File: config.mk
export PLATFORM = sky130hd
export DESIGN_NAME = cpuCore
export DESIGN_NICKNAME = d
export VERILOG_FILES = /design/src/cpuPkg.sv /design/src/registerFile.sv /design/src/decodeUnit.sv /design/src/hazardUnit.sv /design/src/memoryStage.sv /design/src/cpuCore.sv
export VERILOG_INCLUDE_DIRS = /design/src /design/src/src
export SDC_FILE = /design/constraint.sdc
export NUM_CORES = 1
export LEC_CHECK = 0
export BUFFER_PORTS_ARGS = -buffer_cell sky130_fd_sc_hd__clkbuf_2
export CAP_MARGIN = 5
export CORE_MARGIN = 10
export CORE_UTILIZATION = 45
export CTS_CLUSTER_DIAMETER = 200
export DETAILED_ROUTE_END_ITERATION = 10
export GPL_TIMING_DRIVEN = 0
export PLACE_DENSITY = 0.69
export SYNTH_ARGS = -nofsm -noshare
export SYNTH_HDL_FRONTEND = slang
export SYNTH_SLANG_ARGS = --single-unit
File: constraint.sdc
create_clock -name Clock -period 18.43 [get_ports Clock]
set_input_delay 0 -clock Clock [delete_from_list [all_inputs] [get_ports Clock]]
set_output_delay 0 -clock Clock [all_outputs]
set_load 0.005 [all_outputs]
File: src/cpu_config.svh
`ifndef CPU_CONFIG_SVH
`define CPU_CONFIG_SVH

`define WORD_SIZE 16            // data and address width
`define NUM_REGS  8             // r0..r7
`define REG_BITS  3             // register index width
`define RESET_PC  16'h0000      // first fetch address

// r7 reads as the program counter
`define PC_REG    3'd7

// operand select for the execute stage
`define FWD_REG   2'd0          // value read in decode
`define FWD_MEM   2'd1          // result sitting in the memory stage
`define FWD_WB    2'd2          // value being written back

`endif

File: src/cpuPkg.sv
`include "cpu_config.svh"

package cpuPkg;

    // bits 15..13 of every instruction
    typedef enum logic [2:0] {
        opMv   = 3'd0,
        opMvtB = 3'd1,   // mvt when the immediate flag is set, branch otherwise
        opAdd  = 3'd2,
        opSub  = 3'd3,
        opLd   = 3'd4,
        opSt   = 3'd5,
        opAnd  = 3'd6,
        opHalt = 3'd7
    } opcodeType;

    typedef enum logic {memIdle, memBusy} memState;

    typedef struct packed {
        opcodeType              opcode;
        logic [`REG_BITS-1:0]   rX;
        logic [`REG_BITS-1:0]   rY;
        logic                   isImm;       // operand B comes from the immediate
        logic [`WORD_SIZE-1:0]  immediate;   // already extended
        logic                   regWrite;
        logic                   memRead;
        logic                   memWrite;
        logic                   isBranch;
        logic                   isMvt;
        logic                   isHalt;
    } decodedInstr;

    typedef struct packed {
        logic                   valid;
        decodedInstr            instr;
        logic [`WORD_SIZE-1:0]  pc;
        logic [`WORD_SIZE-1:0]  operandA;    // rX value, store data for st
        logic [`WORD_SIZE-1:0]  operandB;    // rY value or immediate
        logic [`WORD_SIZE-1:0]  result;      // raw instruction word in fetch/decode
    } pipeStage;

    typedef struct packed {
        logic                   cyc;
        logic                   stb;
        logic                   we;
        logic [`WORD_SIZE-1:0]  adr;
        logic [`WORD_SIZE-1:0]  dat;
    } wbRequest;

    typedef struct packed {
        logic                   ack;
        logic [`WORD_SIZE-1:0]  dat;
    } wbResponse;

endpackage

File: src/registerFile.sv
`timescale 1ns/1ps
`include "cpu_config.svh"

module registerFile (
    input  logic                    Clock,
    input  logic                    Reset,
    input  logic [`REG_BITS-1:0]    readAddrA,
    input  logic [`REG_BITS-1:0]    readAddrB,
    output logic [`WORD_SIZE-1:0]   readDataA,
    output logic [`WORD_SIZE-1:0]   readDataB,
    input  logic                    writeEnable,
    input  logic [`REG_BITS-1:0]    writeAddr,
    input  logic [`WORD_SIZE-1:0]   writeData
);

    logic [`WORD_SIZE-1:0] regs [`NUM_REGS];

    always_ff @(posedge Clock or posedge Reset) begin
        if (Reset) begin
            for (int i = 0; i < `NUM_REGS; i++) begin
                regs[i] <= '0;
            end
        end else if (writeEnable) begin
            regs[writeAddr] <= writeData;
        end
    end

    // a value written this cycle is seen by decode right away
    assign readDataA = (writeEnable && writeAddr == readAddrA) ? writeData : regs[readAddrA];
    assign readDataB = (writeEnable && writeAddr == readAddrB) ? writeData : regs[readAddrB];

    writeAddrKnown: assert property (@(posedge Clock) disable iff (Reset)
        writeEnable |-> !$isunknown(writeAddr))
        else $error("register write with unknown address");

endmodule

File: src/decodeUnit.sv
`timescale 1ns/1ps
`include "cpu_config.svh"

module decodeUnit (
    input  logic [`WORD_SIZE-1:0]   instrWord,
    output cpuPkg::decodedInstr     decoded
);
    import cpuPkg::*;

    always_comb begin
        decoded = '0;
        decoded.opcode    = opcodeType'(instrWord[`WORD_SIZE-1 -: 3]);
        decoded.isImm     = instrWord[12];
        decoded.rX        = instrWord[11:9];
        decoded.rY        = instrWord[2:0];
        decoded.immediate = {{(`WORD_SIZE-9){1'b0}}, instrWord[8:0]};   // zero-extended

        case (decoded.opcode)
            opMvtB: begin
                if (instrWord[12]) begin
                    decoded.isMvt    = 1'b1;
                    decoded.regWrite = 1'b1;
                end else begin
                    // pc-relative offset, always taken
                    decoded.isBranch  = 1'b1;
                    decoded.isImm     = 1'b1;
                    decoded.immediate = {{(`WORD_SIZE-9){instrWord[8]}}, instrWord[8:0]};
                end
            end
            opLd: begin
                decoded.memRead  = 1'b1;
                decoded.regWrite = 1'b1;
            end
            opSt: begin
                decoded.memWrite = 1'b1;   // rX is the data, nothing written back
            end
            opHalt: begin
                decoded.isHalt = 1'b1;
            end
            default: begin
                decoded.regWrite = 1'b1;   // mv, add, sub, and
            end
        endcase

        // r7 is the pc and is not a writeback target
        if (decoded.rX == `PC_REG) begin
            decoded.regWrite = 1'b0;
        end
    end

endmodule

File: src/hazardUnit.sv
`timescale 1ns/1ps
`include "cpu_config.svh"

module hazardUnit (
    input  cpuPkg::decodedInstr exInstr,
    input  cpuPkg::decodedInstr idInstr,
    input  logic                exValid,
    input  cpuPkg::decodedInstr memInstr,
    input  logic                memValid,
    input  logic                wbValid,
    input  cpuPkg::decodedInstr wbInstr,
    input  logic                memBusy,
    input  logic                branchTaken,
    output logic [1:0]          forwardA,
    output logic [1:0]          forwardB,
    output logic                stallFront,
    output logic                stallAll,
    output logic                flush
);

    logic memHitA, memHitB, wbHitA, wbHitB;
    logic idReadsLoad;

    assign memHitA = memValid && memInstr.regWrite && memInstr.rX == exInstr.rX;
    assign wbHitA  = wbValid && wbInstr.regWrite && wbInstr.rX == exInstr.rX;
    assign memHitB = memValid && memInstr.regWrite && memInstr.rX == exInstr.rY && !exInstr.isImm;
    assign wbHitB  = wbValid && wbInstr.regWrite && wbInstr.rX == exInstr.rY && !exInstr.isImm;

    // memory stage holds the younger producer, so it wins
    assign forwardA = memHitA ? `FWD_MEM : (wbHitA ? `FWD_WB : `FWD_REG);
    assign forwardB = memHitB ? `FWD_MEM : (wbHitB ? `FWD_WB : `FWD_REG);

    // conservative: rX counts as read even for mv and mvt
    assign idReadsLoad = exInstr.rX == idInstr.rX || (!idInstr.isImm && exInstr.rX == idInstr.rY);

    assign stallFront = exValid && exInstr.memRead && idReadsLoad;
    assign stallAll   = memBusy;
    assign flush      = branchTaken;

    // the core must hold a branch in execute while memory waits
    always_comb begin
        assert final (!(flush && stallAll))
            else $error("branch flush during a memory stall");
    end

endmodule

File: src/memoryStage.sv
`timescale 1ns/1ps
`include "cpu_config.svh"

module memoryStage (
    input  logic                    Clock,
    input  logic                    Reset,
    input  logic                    start,
    input  logic                    isWrite,
    input  logic [`WORD_SIZE-1:0]   address,
    input  logic [`WORD_SIZE-1:0]   storeData,
    output cpuPkg::wbRequest        WbReq,
    input  cpuPkg::wbResponse       WbResp,
    output logic                    busy,
    output logic [`WORD_SIZE-1:0]   loadData
);
    import cpuPkg::*;

    memState state;
    logic [`WORD_SIZE-1:0] reqAdr, reqDat;
    logic reqWe;
    logic active;

    always_ff @(posedge Clock or posedge Reset) begin
        if (Reset) begin
            state <= memIdle;
            reqWe <= 1'b0;
        end else begin
            case (state)
                memIdle: if (start) begin
                    state <= memBusy;
                    reqWe <= isWrite;
                end
                memBusy: if (WbResp.ack) state <= memIdle;   // bus released next cycle
                default: state <= memIdle;
            endcase
        end
    end

    always_ff @(posedge Clock) begin
        if (state == memIdle && start) begin
            reqAdr <= address;
            reqDat <= storeData;
        end
        if (active && WbResp.ack && !reqWe) begin
            loadData <= WbResp.dat;
        end
    end

    assign active = state == memBusy;
    assign busy   = (state == memIdle && start) || (active && !WbResp.ack);

    assign WbReq = '{cyc: active, stb: active, we: active && reqWe, adr: reqAdr, dat: reqDat};

    reqHeldUntilAck: assert property (@(posedge Clock) disable iff (Reset)
        WbReq.stb && !WbResp.ack |=> WbReq.stb && $stable(WbReq.adr) && $stable(WbReq.we))
        else $error("wishbone request changed before ack");

    stbInsideCyc: assert property (@(posedge Clock) disable iff (Reset)
        WbReq.stb |-> WbReq.cyc)
        else $error("stb without cyc");

endmodule

File: src/cpuCore.sv
`timescale 1ns/1ps
`include "cpu_config.svh"

module cpuCore (
    input  logic                    Clock,
    input  logic                    Reset,
    output logic [`WORD_SIZE-1:0]   InstrAddr,
    input  logic [`WORD_SIZE-1:0]   InstrIn,
    output cpuPkg::wbRequest        WbReq,
    input  cpuPkg::wbResponse       WbResp,
    output logic                    Halted
);
    import cpuPkg::*;

    logic [`WORD_SIZE-1:0] pc;
    pipeStage ifId, idEx, exMem, memWb;
    pipeStage fetchNext, idNext, exNext;
    decodedInstr decoded;
    logic [`WORD_SIZE-1:0] readDataA, readDataB, fwdA, fwdB, aluResult;
    logic [`WORD_SIZE-1:0] branchTarget, wbData, loadData;
    logic [1:0] forwardA, forwardB;
    logic stallFront, stallAll, flush, branchTaken, memBusy;
    logic fetchOff, haltInDecode, fetchGate;

    decodeUnit decoder (.instrWord(ifId.result), .decoded(decoded));

    registerFile regs (
        .Clock, .Reset,
        .readAddrA(decoded.rX), .readAddrB(decoded.rY),
        .readDataA, .readDataB,
        .writeEnable(memWb.valid && memWb.instr.regWrite),
        .writeAddr(memWb.instr.rX), .writeData(wbData)
    );

    hazardUnit hazards (
        .exInstr(idEx.instr), .idInstr(decoded), .exValid(idEx.valid),
        .memInstr(exMem.instr), .memValid(exMem.valid),
        .wbValid(memWb.valid), .wbInstr(memWb.instr),
        .memBusy, .branchTaken,
        .forwardA, .forwardB, .stallFront, .stallAll, .flush
    );

    memoryStage memStage (
        .Clock, .Reset,
        .start(exMem.valid && (exMem.instr.memRead || exMem.instr.memWrite)),
        .isWrite(exMem.instr.memWrite),
        .address(exMem.result), .storeData(exMem.operandA),
        .WbReq, .WbResp, .busy(memBusy), .loadData
    );

    assign InstrAddr    = pc;
    assign haltInDecode = ifId.valid && decoded.isHalt;
    assign fetchGate    = fetchOff || haltInDecode;    // nothing is fetched past a halt
    assign wbData       = memWb.instr.memRead ? loadData : memWb.result;
    assign branchTaken  = idEx.valid && idEx.instr.isBranch && !memBusy;
    assign branchTarget = idEx.pc + `WORD_SIZE'(1) + idEx.operandB;

    assign fwdA = (forwardA == `FWD_MEM) ? exMem.result :
                  (forwardA == `FWD_WB) ? wbData : idEx.operandA;
    assign fwdB = (forwardB == `FWD_MEM) ? exMem.result :
                  (forwardB == `FWD_WB) ? wbData : idEx.operandB;

    always_comb begin
        case (idEx.instr.opcode)
            opMv:       aluResult = fwdB;
            opMvtB:     aluResult = fwdB << 8;   // branch ignores it
            opAdd:      aluResult = fwdA + fwdB;
            opSub:      aluResult = fwdA - fwdB;
            opAnd:      aluResult = fwdA & fwdB;
            opLd, opSt: aluResult = fwdB;        // data address
            default:    aluResult = '0;
        endcase
    end

    always_comb begin
        fetchNext        = '0;
        fetchNext.valid  = !fetchGate;
        fetchNext.pc     = pc;
        fetchNext.result = InstrIn;

        idNext          = '0;
        idNext.valid    = ifId.valid;
        idNext.instr    = decoded;
        idNext.pc       = ifId.pc;
        idNext.operandA = (decoded.rX == `PC_REG) ? ifId.pc + `WORD_SIZE'(1) : readDataA;
        idNext.operandB = decoded.isImm ? decoded.immediate :
                          (decoded.rY == `PC_REG) ? ifId.pc + `WORD_SIZE'(1) : readDataB;

        exNext          = idEx;
        exNext.operandA = fwdA;
        exNext.operandB = fwdB;
        exNext.result   = aluResult;
    end

    always_ff @(posedge Clock or posedge Reset) begin
        if (Reset) begin
            pc       <= `RESET_PC;
            ifId     <= '0;
            idEx     <= '0;
            exMem    <= '0;
            memWb    <= '0;
            fetchOff <= 1'b0;
            Halted   <= 1'b0;
        end else begin
            memWb       <= exMem;
            memWb.valid <= exMem.valid && !stallAll;   // bubble while the bus waits
            if (stallAll) begin
                // keep forwarded values, the producer may leave writeback now
                idEx.operandA <= fwdA;
                idEx.operandB <= fwdB;
            end else begin
                exMem <= exNext;
                if (flush || stallFront) begin
                    idEx.valid <= 1'b0;
                end else begin
                    idEx <= idNext;
                end
                if (flush) begin
                    ifId.valid <= 1'b0;
                    pc         <= branchTarget;
                end else if (!stallFront) begin
                    ifId <= fetchNext;
                    if (!fetchGate) pc <= pc + `WORD_SIZE'(1);
                    if (haltInDecode) fetchOff <= 1'b1;
                end
            end
            if (memWb.valid && memWb.instr.isHalt) Halted <= 1'b1;
        end
    end

endmodule

**Word-level counts from Yosys, hierarchy flattened**

Index checks and enable logic that the tools add are counted.

- Input port bits: 35
- Register bits after elaboration: 356
- Output and inout port bits: 52
- Word-level logic and storage cells: 182

- Mux-type cells: 45
- Reduce and logical (&&, ||, !) cells: 45
- Bitwise logic cells: 9
- $add $sub $neg: 6
- Equality and inequality tests: 27
- Order comparisons: 4

Operators with widths:

| kind | count |
|---|---|
| $mux W16 | 19 |
| $bwmux W128 | 1 |
| $mux W97 | 1 |
| $bmux W16 S3 | 2 |
| $pmux W16 S5 | 1 |
| $add A16 B1 Y16 const B | 3 |
| $demux W16 S3 | 1 |
| $mux W48 | 1 |
| $add A16 B16 Y16 | 2 |
| $mux W32 | 1 |
| $logic_and A1 B1 Y1 | 25 |
| $eq A3 B3 Y1 | 8 |
| $eq A3 B3 Y1 const B | 8 |
| $mux W17 | 1 |
| $and A16 B16 Y16 | 1 |
| $sub A16 B16 Y16 | 1 |
| $ge A4 B4 Y1 const B | 3 |
| $not A3 Y4 | 3 |
| $mux W1 | 10 |
| $mux W2 | 5 |
| $eq A3 B1 Y1 const B | 2 |
| $eq A3 B2 Y1 const B | 2 |
| $logic_not A1 Y1 | 6 |
| $reduce_and A2 Y1 | 3 |
| 13 further kinds | 26 |

**Logic depth before layout (Yosys ltp)**

Gate-level depths: netlist of the first run.

- Depth after elaboration: 10
- Mapped depth: 20
- Depth with buffers taken out: 19

**Modules after synthesis**

A second synthesis of the first run with hierarchy kept.

- Cell total of the unflattened synthesis: 1814
- Area, all modules: 22112.5 um^2

Modules (own cells, without submodules):

| module | instances | cells an instance | seq. area each (um^2) | area each (um^2) |
|---|---|---|---|---|
| cpuCore | 1 | 1232 | 6155.9 | 12653.4 |
| registerFile | 1 | 453 | 3203.1 | 7369.6 |
| memoryStage | 1 | 60 | 1491.4 | 1561.5 |
| decodeUnit | 1 | 34 | 0.0 | 269.0 |
| hazardUnit | 1 | 35 | 0.0 | 259.0 |

**Worst setup path before layout of the first run**

OpenSTA, ideal clock, no wires.

- Path type: register to register
- Start: register memWb[92] (netlist bit)
- End: register exMem[12] (netlist bit)
- Setup slack: 14273 ps
- Cell stages (with the launch flop): 19
- Buffers on the path: 2
- Required time: 18309 ps
- Data arrival time: 4036 ps
- Library setup time: 121 ps
- Period minus slack after synthesis: 4157 ps
- Cells stage by stage: dfrtp_1 buf_6 xor2_4 nor4_4 buf_6 mux2i_1 o21ai_2 or3_1 o21ai_0 xor2_1 ha_1 a21o_1 a21o_1 a21o_1 a21o_1 a31oi_1 xor2_1 o221ai_1 a22o_1

- Word-level cells in the longest chain between the ends: 10
- Elaborated cells between the ends (all ways): 21
- Those cells by class: add/sub (2); eq/ne (6); mux (9); bitwise (1); reduce/logical (3)

RTL lines:

| item | line | source |
|---|---|---|
| from (decl) | cpuCore.sv:16 | `pipeStage ifId, idEx, exMem, memWb;` |
| from (signal assigned) | cpuCore.sv:105 | `memWb <= exMem;` |
| $eq A3 B3 Y1 | hazardUnit.sv:27 | `assign wbHitB = wbValid && wbInstr.regWrite && wbInstr.rX == exInstr.rY && !exInstr.isImm;` |
| $logic_and A1 B1 Y1 (2 in series) | hazardUnit.sv:27 |  |
| $mux W2 (no source line) | n/a |  |
| $mux W2 | hazardUnit.sv:31 | `` assign forwardB = memHitB ? `FWD_MEM : (wbHitB ? `FWD_WB : `FWD_REG); `` |
| $eq A2 B2 Y1 (no source line) | n/a |  |
| $mux W16 | cpuCore.sv:61 | `` (forwardB == `FWD_WB) ? wbData : idEx.operandB; `` |
| $mux W16 | cpuCore.sv:60 | `` assign fwdB = (forwardB == `FWD_MEM) ? exMem.result : `` |
| $sub A16 B16 Y16 (tied with other cells) | cpuCore.sv:68 | `opSub: aluResult = fwdA - fwdB;` |
| $pmux W16 S5 * | cpuCore.sv:64 | `case (idEx.instr.opcode)` |
| to (signal assigned) | cpuCore.sv:112 | `exMem <= exNext;` |
| to (decl) | cpuCore.sv:16 |  |

Mark *: on every way between the ends. The rest lies on a longest branch, timed or not.
A chain may end at the register's enable or synchronous reset.

**Final worst setup path of the first run**

- Start: register idEx (netlist bit exNext[91])
- End: register exMem[12] (netlist bit)

- Word-level cells in the longest chain between the ends: 9
- Elaborated cells between the ends (all ways): 14
- Those cells by class: add/sub (2); eq/ne (4); mux (5); bitwise (1); reduce/logical (2)

RTL lines:

| item | line | source |
|---|---|---|
| from (decl) | cpuCore.sv:16 |  |
| from (signal assigned) | cpuCore.sv:116 | `idEx <= idNext;` |
| $eq A3 B3 Y1 | hazardUnit.sv:25 | `assign wbHitA = wbValid && wbInstr.regWrite && wbInstr.rX == exInstr.rX;` |
| $logic_and A1 B1 Y1 | hazardUnit.sv:25 |  |
| $mux W2 (no source line) | n/a |  |
| $mux W2 * | hazardUnit.sv:30 | `` assign forwardA = memHitA ? `FWD_MEM : (wbHitA ? `FWD_WB : `FWD_REG); `` |
| $eq A2 B2 Y1 (no source line) | n/a |  |
| $mux W16 | cpuCore.sv:59 | `` (forwardA == `FWD_WB) ? wbData : idEx.operandA; `` |
| $mux W16 * | cpuCore.sv:58 | `` assign fwdA = (forwardA == `FWD_MEM) ? exMem.result : `` |
| $sub A16 B16 Y16 (tied with other cells) | cpuCore.sv:68 |  |
| $pmux W16 S5 * | cpuCore.sv:64 |  |

Marks and branches as above.

==> results of run 1 <==
[Yosys cell counts, types with 4 or more instances]
master	instances
buf_1	13
or3_1	8
o21ai_0	127
mux4_2	64
xnor2_1	42
a22o_1	14
nor3_1	12
nor2b_1	4
inv_1	32
nand3_1	20
a21boi_0	5
edfxtp_1	48
o41ai_1	5
and2_1	7
nand2_1	368
o31ai_1	6
o21ai_2	7
o211ai_1	24
and3_1	9
o22ai_1	4
nor2_1	187
clkbuf_1	103
ha_1	34
nand2b_1	6
mux2i_1	76
o21ai_1	7
a2111oi_0	5
mux2_2	19
nor4_1	5
o221ai_1	9
xor2_1	47
nand4_1	14
dfrtp_1	308
buf_2	11
a22oi_1	20
a221o_1	7
a21oi_1	187
a31oi_1	4
a21o_1	11
a211oi_1	4
[area by class of cell]
type / instances / area (sq um) / share of cell area (%)
Tap cell: 539 / 674 / 3.07
Multi-Input combinational cell: 1409 / 9250 / 42.1
Sequential cell: 356 / 9150 / 41.6
Clock buffer: 53 / 1110 / 5.05
Inverter: 34 / 135 / 0.614
Buffer: 132 / 539 / 2.45
Clock inverter: 21 / 268 / 1.22
Timing Repair Buffer: 125 / 867 / 3.94
[registers in the layout, indices dropped and copies added (netlist names)]
register           count
regs.regs            128
idNext                17
memStage.reqDat       16
ifId                  16
memStage.reqAdr       16
memStage.loadData     16
exMem                 40
idEx                  32
Halted                 1
memStage.reqWe         1
exNext                32
memWb                 23
InstrAddr             16
memStage.active        1
fetchOff               1
[per-layer routing]
layer	vias up	GRT usage, %	share of wire (%)
met4	0	11.6	4.4
met3	187	3.81	8.5
li1	7162	-	-
met5	-	0	0
met1	8062	33.0	39
met2	908	41.5	48
[worst max-delay path, cell delays in order (launching register included)]
cell and delay (ps):
dfrtp_1 350, clkbuf_1 190, xor2_1 180, nor4_1 1120, clkbuf_1 410, a211oi_1 90, a21oi_1 500, ha_1 270
inv_1 60, fa_1 430, a21o_1 180, a21oi_1 230, o21bai_1 100, a21oi_1 230, o21bai_1 210, a31oi_1 270
xor2_1 270, o221ai_1 230, a22o_1 250
[worst max-delay path by stage]
stage              endpoint  cells after the start        from
3_3_place_gp   InstrAddr[0]                      2       Reset
2_1_floorplan        Halted                      1       Reset
6_report          exMem[12]                     18  exNext[91]
3_5_place_dp      exMem[12]                     18  exNext[91]
4_1_cts           exMem[12]                     18  exNext[91]
5_1_grt           exMem[13]                     16  exNext[92]
[cells by family (layout without fill, tap and decap cells)]
logic type | after synthesis | after routing | share of synthesized area, %
AO/OA/AOI/OAI | 464 | 464 | 14.6
XOR/XNOR | 92 | 92 | 4.40
adder cells (fa/ha/maj) | 36 | 36 | 2.44
buffers and inverters | 166 | 365 | 3.50
flip-flops | 356 | 356 | 48.0
multiplexers | 159 | 159 | 12.7
AND/OR/NAND/NOR | 658 | 658 | 14.3
[cells in the final DEF, fill, tap and decap left out, drive strengths merged, types with 14 or more instances in the layout]
master       Yosys  final
edfxtp          48     48
a21oi          188    188
nand2          368    368
mux2i           76     76
clkbuf         103    242
xor2            50     50
clkinv           0     14
mux4            64     64
inv             34     35
o21ai          141    141
nor2           188    188
ha              34     34
dfrtp          308    308
xnor2           42     42
nand3           20     20
mux2            19     19
dlygate4sd3      0     35
a22oi           20     20
o211ai          24     24
buf             29     33
a22o            14     14
nand4           14     14
[stage by stage]
step                      total power [mW]  instance area [sq um]  worst slack [ps]  instances
after global placement               0.984                  20200              6520       2556
after detailed placement             0.987                  20200             12930       2559
after global routing                  1.87                  22000             12550       2669
after CTS                             1.82                  22000             12890       2668
final                                 1.82                  22000             12740       2669
after floorplan                      0.928                  19100              9910       1931
[power breakdown]
group	internal, mW	total [mW]	leakage [nW]	switching [mW]
combinational	0.0516	0.152	4.55	0.101
sequential	0.810	0.830	4.58	0.0205
clock	0.487	0.837	0.676	0.351
==> results_dict.tcl, run 1 <==
set metrics [dict create \
    status "finished clean" \
    synth_area_sq_um 19100 \
    die_x_um 226 \
    clockRootBuffer "clkbuf_16" \
    remaining_drc_errors 0 \
    rsz0062_at_grt "false" \
    skew_ps 53.1 \
    cts_sinks 356 \
    ant_nets 0 \
    die_y_um 226 \
    diodes 0 \
    io_buffers 86 \
    grt_max_degree 137 \
    vias 16300 \
    worstMarginPinSlew_ps 1350 \
    synthArstFlopShare_pct 86.5 \
    synthTopCellsByArea "dfrtp_1 40%, edfxtp_1 7.6%, mux4_2 7.6%" \
    core_sq_um 41900 \
    grt_pass1_vias 16000 \
    fin_setup_tns_ps 0 \
    cts_hold_buf 35 \
    critical_path_class "reg -> reg" \
    drt-total-wl_um 65100 \
    drt_iter0_drc 2062 \
    synth_cells 1931 \
    hold_path_depth 2 \
    grt-ovfl-total 0 \
    grt_pass1_wl_um 98300 \
    hold_path.startpoint "WbResp[1]" \
    yosysWarnings 0 \
    crit_arrival_ps 6160 \
    h-tree-depth 2 \
    final.period_utilization_pct 30.9 \
    vias_per_cell 6.11 \
    syn_to_final_growth_pct 15.4 \
    p_per_area_nw_per_um2 82.7 \
    dr.pass1.iters 6 \
    antenna_found_initial 1 \
    drv_slew 0 \
    clock_latency_ps 610 \
    post_cts_buffers 0 \
    r2r_end "exMem[12]" \
    routedWlPerCell_um 24.4 \
    crit_fanout 10 \
    p_leak_nw 9.80 \
    clock.fmax_mhz 176 \
    nets 2169 \
    dp_hpwl_um 47600 \
    fin_crit_ps 5690 \
    drv_cap 0 \
    crit_path_start_kind "register" \
    ir_worst_vdd_mv 0.0575 \
    cts_tree "built" \
    r2r_start "exNext[91]" \
    start_util_pct 45.4 \
    critPathRequiredTime_ps 18900 \
    maxSlewHeadroom_pct 9.30 \
    regToRegSetupSlack_ps 12740 \
    synth_seq_cells 356 \
    gp_congestion 1.01 \
    yosys.area.top_type_share_pct 40.4 \
    cp-end-kind "register" \
    final_core_util_pct 52.4 \
    hold_viol_final 0 \
    syn_area_per_cell_sq_um 9.87 \
    cts_resized 0 \
    final_layout_size_suffix_gt1_share_pct 13.2 \
    io_pins 87 \
    num_rows 75 \
    ys_seq_area_share_pct 48.0 \
    ys_types 70 \
    clk_pin_slew_worst_paths_ps 60 \
    synth_flop_cell "dfrtp_1" \
    die_area_sq_um 51000 \
    report.final.setup_viol 0 \
    hold_end "memStage.loadData[1]" \
    min_path_type "in -> reg" \
    nFillCells 3742 \
    synth_edf_count 48 \
    fin_hold_ws_ps 135 \
    reg2reg_depth 18 \
    synth_top_area_cell "dfrtp_1" \
    syn_nets 2002 \
    cts_buffers 40 \
    grt_use_total_pct 25.5 \
    clk_path_buf_depth 3 \
]
Power figures use the tool's default switching activity.
==> run 2: changes to the inputs <==
--- a/config.mk
+++ b/config.mk
@@ -13,7 +13,7 @@
 export CTS_CLUSTER_DIAMETER = 200
 export DETAILED_ROUTE_END_ITERATION = 10
 export GPL_TIMING_DRIVEN = 0
-export PLACE_DENSITY = 0.69
+export PLACE_DENSITY = 0.72
 export SYNTH_ARGS = -nofsm -noshare
 export SYNTH_HDL_FRONTEND = slang
 export SYNTH_SLANG_ARGS = --single-unit
==> constraint.sdc (replaced) <==
create_clock -name Clock -period 4.84 [get_ports Clock]
set_input_delay 0 -clock Clock [delete_from_list [all_inputs] [get_ports Clock]]
set_output_delay 0 -clock Clock [all_outputs]
set_load 0.005 [all_outputs]
==> run 2 against run 1 <==
  * Global-route usage is essentially flat
  * Die area is the same
  * Worst setup slack lost 13000 ps
  * Combinational power grew to 4.0 times the previous value
  * Critical path type unchanged
  * Via count is essentially flat
  * Total power grew to 3.8 times the previous value
  * Final area grew 1.6%
  * Clock power grew to 3.7 times the previous value
  * Sequential power grew to 3.8 times the previous value
  * First-iteration DRC count shrank 8.1%
  * Non-clock buffer count grew 20
==> results_dict.tcl, run 2 (synthesis gave the netlist of run 1 again) <==
set metrics [dict create \
    status "finished clean" \
    die_y_um 226 \
    cp-end-kind "register" \
    top_register "regs.regs" \
    clock.fmax_mhz 213 \
    report.final.setup_viol 0 \
    vias_per_cell 6.08 \
    grt_pass1_wl_um 98400 \
    syn_to_final_growth_pct 17.2 \
    clk_pin_slew_worst_paths_ps 70 \
    grt-ovfl-total 0 \
    slowest_stage "or4_1" \
    final.period_utilization_pct 96.8 \
    clock_latency_ps 590 \
    cts_buffers 39 \
    nets 2188 \
    design_power_total_mw 6.91 \
    cp_cell_sequence "buf_6 -> xor2_4 -> or4_1 -> o211ai_1 -> and2_1 -> clkbuf_4 -> nand4_1 -> o21ai_2 -> xor2_1 -> ha_1 -> a21o_1 -> a21o_1 -> a21o_1 -> a21oi_1 -> xor2_1 -> o221ai_1 -> a22o_1" \
    crit_arrival_ps 5140 \
    cts_tree "built" \
    worstMarginPinSlew_ps 1160 \
    num_rows 75 \
    placed_cells 2565 \
    grt_max_degree 41 \
    vias 16300 \
    globalRouteMet2Util_pct 41.2 \
    final_common_cell "nand2_1" \
    diodes 0 \
    drv_slew 0 \
    cp.buffers_inverters 2 \
    dr.pass1.iters 6 \
    die_area_sq_um 51000 \
    dp_hpwl_um 48000 \
    clk_path_buf_depth 3 \
    routedWlPerCell_um 24.1 \
    p_per_area_nw_per_um2 309 \
    io_pins 87 \
    min_path_type "in -> async" \
    drv_cap 0 \
    remaining_drc_errors 0 \
    crit_fanout 9 \
    cts_sinks 356 \
    p_leak_nw 9.96 \
    drt_iter0_drc 1895 \
    fin_crit_ps 4690 \
    cpMostUsedCell "a21o_1" \
    gp_congestion 1.03 \
    hold_viol_final 0 \
    critical_path_class "reg -> reg" \
    core_sq_um 41900 \
    die_x_um 226 \
    clockRootBuffer "clkbuf_16" \
    cpPeakStageDelay_ps 580 \
    start_util_pct 45.4 \
    crit_path_start_kind "register" \
    grt.met3_usage_pct 4.44 \
    drt-total-wl_um 64800 \
    io_buffers 86 \
    grt_pass1_vias 16200 \
    final_layout_size_suffix_gt1_share_pct 15.1 \
    met1_usage_pct 32.4 \
    final_cell_mix "368 x nand2_1, 307 x dfrtp_1, 187 x nor2_1, 185 x a21oi_1, 124 x o21ai_0" \
    antenna_found_initial 0 \
    largest_reg_flops 128 \
    reg_top3 "regs.regs (128), exMem (40)" \
    ir_worst_vdd_mv 0.216 \
    critPathRequiredTime_ps 5300 \
    skew_ps 29.7 \
    maxSlewHeadroom_pct 20.8 \
    top_usage_layer "met2" \
    grt_use_total_pct 25.4 \
    h-tree-depth 2 \
    ant_nets 0 \
    final_cell_count_no_fill 2687 \
    cp_top_family "compound AO/OA/AOI/OAI gates" \
]
## run 2: final cells by class
class                      instances  area (sq um)
buffer                           130           546
clock buffer                      51          1060
clock inverter                    21           273
fill                            3654         19600
inverter                          34           131
multi-input combinational       1409          9410
sequential                       356          9150
tap                              539           674
timing repair buffer             147          1100
## run 2: worst min-delay path, delay by kind of cell
kind | cells | cell delay, ps
buf+inv | 3 | 1130
## run 2: per-layer routing
metal / up-vias / part of all wire (%)
met3: 187 / 9.2
met4: 0 / 4.9
met5: - / 0
li1: 7209 / -
met1: 8051 / 39
met2: 882 / 47
## run 2: final timing paths
| check | depth (start not counted) | slack [ps] | end | start |
|---|---|---|---|---|
| min in group Clock | 2 | 150 | memStage.loadData[14] | WbResp[14] |
| max | 17 | 150 | exMem[11] | memWb[92] |
| max reg2reg | 17 | 150 | exMem[11] | memWb[92] |
| min reg2reg | 0 | 390 | memWb[64] | exMem[64] |
| max in group asynchronous | 7 | 3290 | InstrAddr[2] | Reset |
| min | 3 | 80 | exMem[45] | Reset |
## run 2: what timing repair did
item,in CTS,in global routing
pin swaps,1,10
setup endpoints to repair,10,9
hold buffers,34,0
buffers inserted,2,15
hold endpoints to repair,63,0
resized for setup,12,33
## run 2: report_power, final
group          switching [mW]  total (mW)  internal [mW]  leakage (nW)
sequential             0.0782        3.16           3.08          4.58
combinational           0.393       0.611          0.218          4.73
clock                    1.30        3.13           1.84         0.650
## run 2: metrics by stage
| stage | hold WS [ps] | TNS [ps] | cell area (sq um) | worst slack, ps | util, % |
|---|---|---|---|---|---|
| floorplan | 98.9 | 0 | 19100 | 683 | - |
| global placement | 181 | -315600 | 20200 | -1060 | 48.1 |
| detailed placement | 141 | -4000 | 20300 | -648 | 48.5 |
| CTS | 103 | 0 | 22100 | 31.9 | 52.6 |
| global route | 154 | -11.9 | 22300 | -11.9 | 53.3 |
| finish | 84.0 | 0 | 22300 | 154 | 53.3 |
==> run 3: changes to the inputs <==
--- a/config.mk
+++ b/config.mk
@@ -8,12 +8,13 @@
 export LEC_CHECK = 0
 export BUFFER_PORTS_ARGS = -buffer_cell sky130_fd_sc_hd__clkbuf_2
 export CAP_MARGIN = 5
-export CORE_MARGIN = 10
+export CORE_MARGIN = 5
 export CORE_UTILIZATION = 45
 export CTS_CLUSTER_DIAMETER = 200
 export DETAILED_ROUTE_END_ITERATION = 10
 export GPL_TIMING_DRIVEN = 0
 export PLACE_DENSITY = 0.72
+export REMOVE_ABC_BUFFERS = 1
 export SYNTH_ARGS = -nofsm -noshare
 export SYNTH_HDL_FRONTEND = slang
 export SYNTH_SLANG_ARGS = --single-unit
==> run 3 against run 2 <==
  * First-iteration DRC count shrank 16%
  * Global-route usage down 2.5 points
  * Non-clock buffer count shrank 118
  * Total power down 1.1%
  * Combinational power shrank 20%
  * Clock skew shrank 5.3 ps
  * Via count is 6.2% lower
  * Maximum frequency grew 0.78%
  * Sequential share of layout area increased by 0.61 points
  * Critical endpoint is now exMem[13]
  * Highest routed layer is now met5
==> results_dict.tcl, run 3 (synthesis gave the netlist of run 1 again) <==
set metrics [dict create \
    status "finished clean" \
    internal-power_mw 5.17 \
    hold_viol_final 0 \
    vias 15300 \
    nFillCells 3638 \
    crit_arrival_ps 5070 \
    cp-end-kind "register" \
    reg_top3 "regs.regs (128), exMem (40)" \
    drt_iter0_drc 1587 \
    drt-total-wl_um 54100 \
    cts_sinks 356 \
    ir_worst_vdd_mv 0.222 \
    final_cell_mix "367 x nand2_1, 301 x dfrtp_1, 187 x a21oi_1, 180 x nor2_1, 126 x o21ai_0" \
    drv_cap 0 \
    gp_congestion 0.956 \
    nets 2071 \
    slowest_stage "dfrtp_2" \
    grt_pass1_wl_um 85100 \
    syn_to_final_growth_pct 15.7 \
    diodes 0 \
    die_area_sq_um 46600 \
    p_sw_share_pct 24.3 \
    top_register "regs.regs" \
    core_sq_um 41900 \
    clk_path_buf_depth 3 \
    io_buffers 86 \
    critical_path_class "reg -> reg" \
    grt_use_total_pct 22.9 \
    cp_cell_sequence "xor2_2 -> nor4_4 -> buf_4 -> buf_4 -> mux2i_1 -> o21ai_2 -> or3_1 -> nor4_1 -> nor2_1 -> xnor2_1 -> ha_1 -> and4_1 -> and3_1 -> a211oi_2 -> xnor2_1 -> a222oi_1 -> o21ai_0" \
    p_clk_share_pct 46.0 \
    seqPwrFrac_pct 46.8 \
    crit_fanout 9 \
    critPathRequiredTime_ps 5260 \
    cts_buffers 40 \
    final_core_util_pct 52.6 \
    placed_cells 2453 \
    clockRootBuffer "clkbuf_16" \
    report.final.setup_viol 0 \
    skew_ps 24.4 \
    h-tree-depth 2 \
    final_common_cell "nand2_1" \
    dp_hpwl_um 37400 \
    p_leak_nw 9.86 \
    place_ws_ps -677 \
    dr.pass1.iters 5 \
    multi_input_area_sq_um 9370 \
    grt_max_degree 120 \
    min_path_type "in -> async" \
    fin_crit_ps 4650 \
    largest_reg_flops 128 \
    final_layout_size_suffix_gt1_share_pct 15.9 \
    start_util_pct 45.4 \
    clock_latency_ps 560 \
    antenna_found_initial 1 \
    worstMarginPinSlew_ps 1190 \
    remaining_drc_errors 0 \
    final.period_utilization_pct 96.1 \
    maxSlewHeadroom_pct 18.6 \
    num_rows 75 \
    seqCellArea_sq_um 9160 \
    die_x_um 216 \
    ant_nets 0 \
    grt-ovfl-total 0 \
    final_cell_count_no_fill 2569 \
    p_sw_mw 1.66 \
    cpPeakStageDelay_ps 520 \
    routedWlPerCell_um 21.1 \
    comb_power_share_pct 7.2 \
    grt_pass1_vias 15100 \
    vias_per_cell 5.96 \
    p_per_area_nw_per_um2 310 \
    io_pins 87 \
    crit_path_start_kind "register" \
    die_y_um 216 \
    finalWorstSetupSlack_ps 190 \
    drv_slew 0 \
    clk_pin_slew_worst_paths_ps 70 \
    cts_tree "built" \
    clock.fmax_mhz 215 \
]
## run 3: timing repair
action,in CTS,in global routing
resized for setup,3,10
hold buffers,34,0
setup buffers,4,2
endpoints found under the hold margin,118,0
endpoints found under the setup margin,11,8
pin swaps,1,2
## run 3: worst max-delay path, delay by kind of cell, from the launching register on
kind / cells / cell delay, ps
simple gates: 6 / 1720
xor+xnor: 3 / 530
mux: 1 / 220
compound gates: 4 / 840
fa+ha+maj: 1 / 320
flops: 1 / 520
buf+inv: 2 / 350
## run 3: worst paths after layout
check	start	to	slack, ps	depth (start not counted)
worst max-delay path	memWb[90]	exMem[13]	190	17
worst min-delay path	Reset	exMem[2]	80	3
worst max register to register	memWb[90]	exMem[13]	190	17
worst min register to register	exMem[64]	memWb[64]	380	0
max in group asynchronous	Reset	ifId[10]	3200	5
min in group Clock	WbResp[8]	memStage.loadData[8]	160	2
## run 3: layer usage
layer / global-route usage (%) / routed length, um
met2: 36.3 / 24900
met3: 3.99 / 4860
met4: 10.2 / 2540
met5: 0 / 7
met1: 31.1 / 21900
## run 3: through the flow
step,hold WS [ps],cell area [sq um],total power [mW],setup TNS (ps)
after floorplan,98.9,18500,3.52,-1138760
after global placement,179,19600,3.67,-2390660
after detailed placement,129,20200,3.71,-5070
after CTS,112,21900,6.87,0
after global routing,154,22000,7.06,-15.2
final,78.3,22000,6.83,0
## run 3: power by group through the flow
stage                     logic, mW  clock network, mW  registers, mW
after global routing          0.540               3.32           3.20
after CTS                     0.485               3.19           3.19
after global placement        0.405                  0           3.27
after detailed placement      0.459                  0           3.25
after floorplan               0.311                  0           3.21
final                         0.491               3.14           3.20
## run 3: cell type report
cell class	count	share of cell area, %
clock buffers	50	4.99
clock inverters	22	1.14
inverters	34	0.613
multi-input cells	1409	42.5
flip-flops and latches	356	41.6
well taps	539	3.06
repair buffers	159	6.15
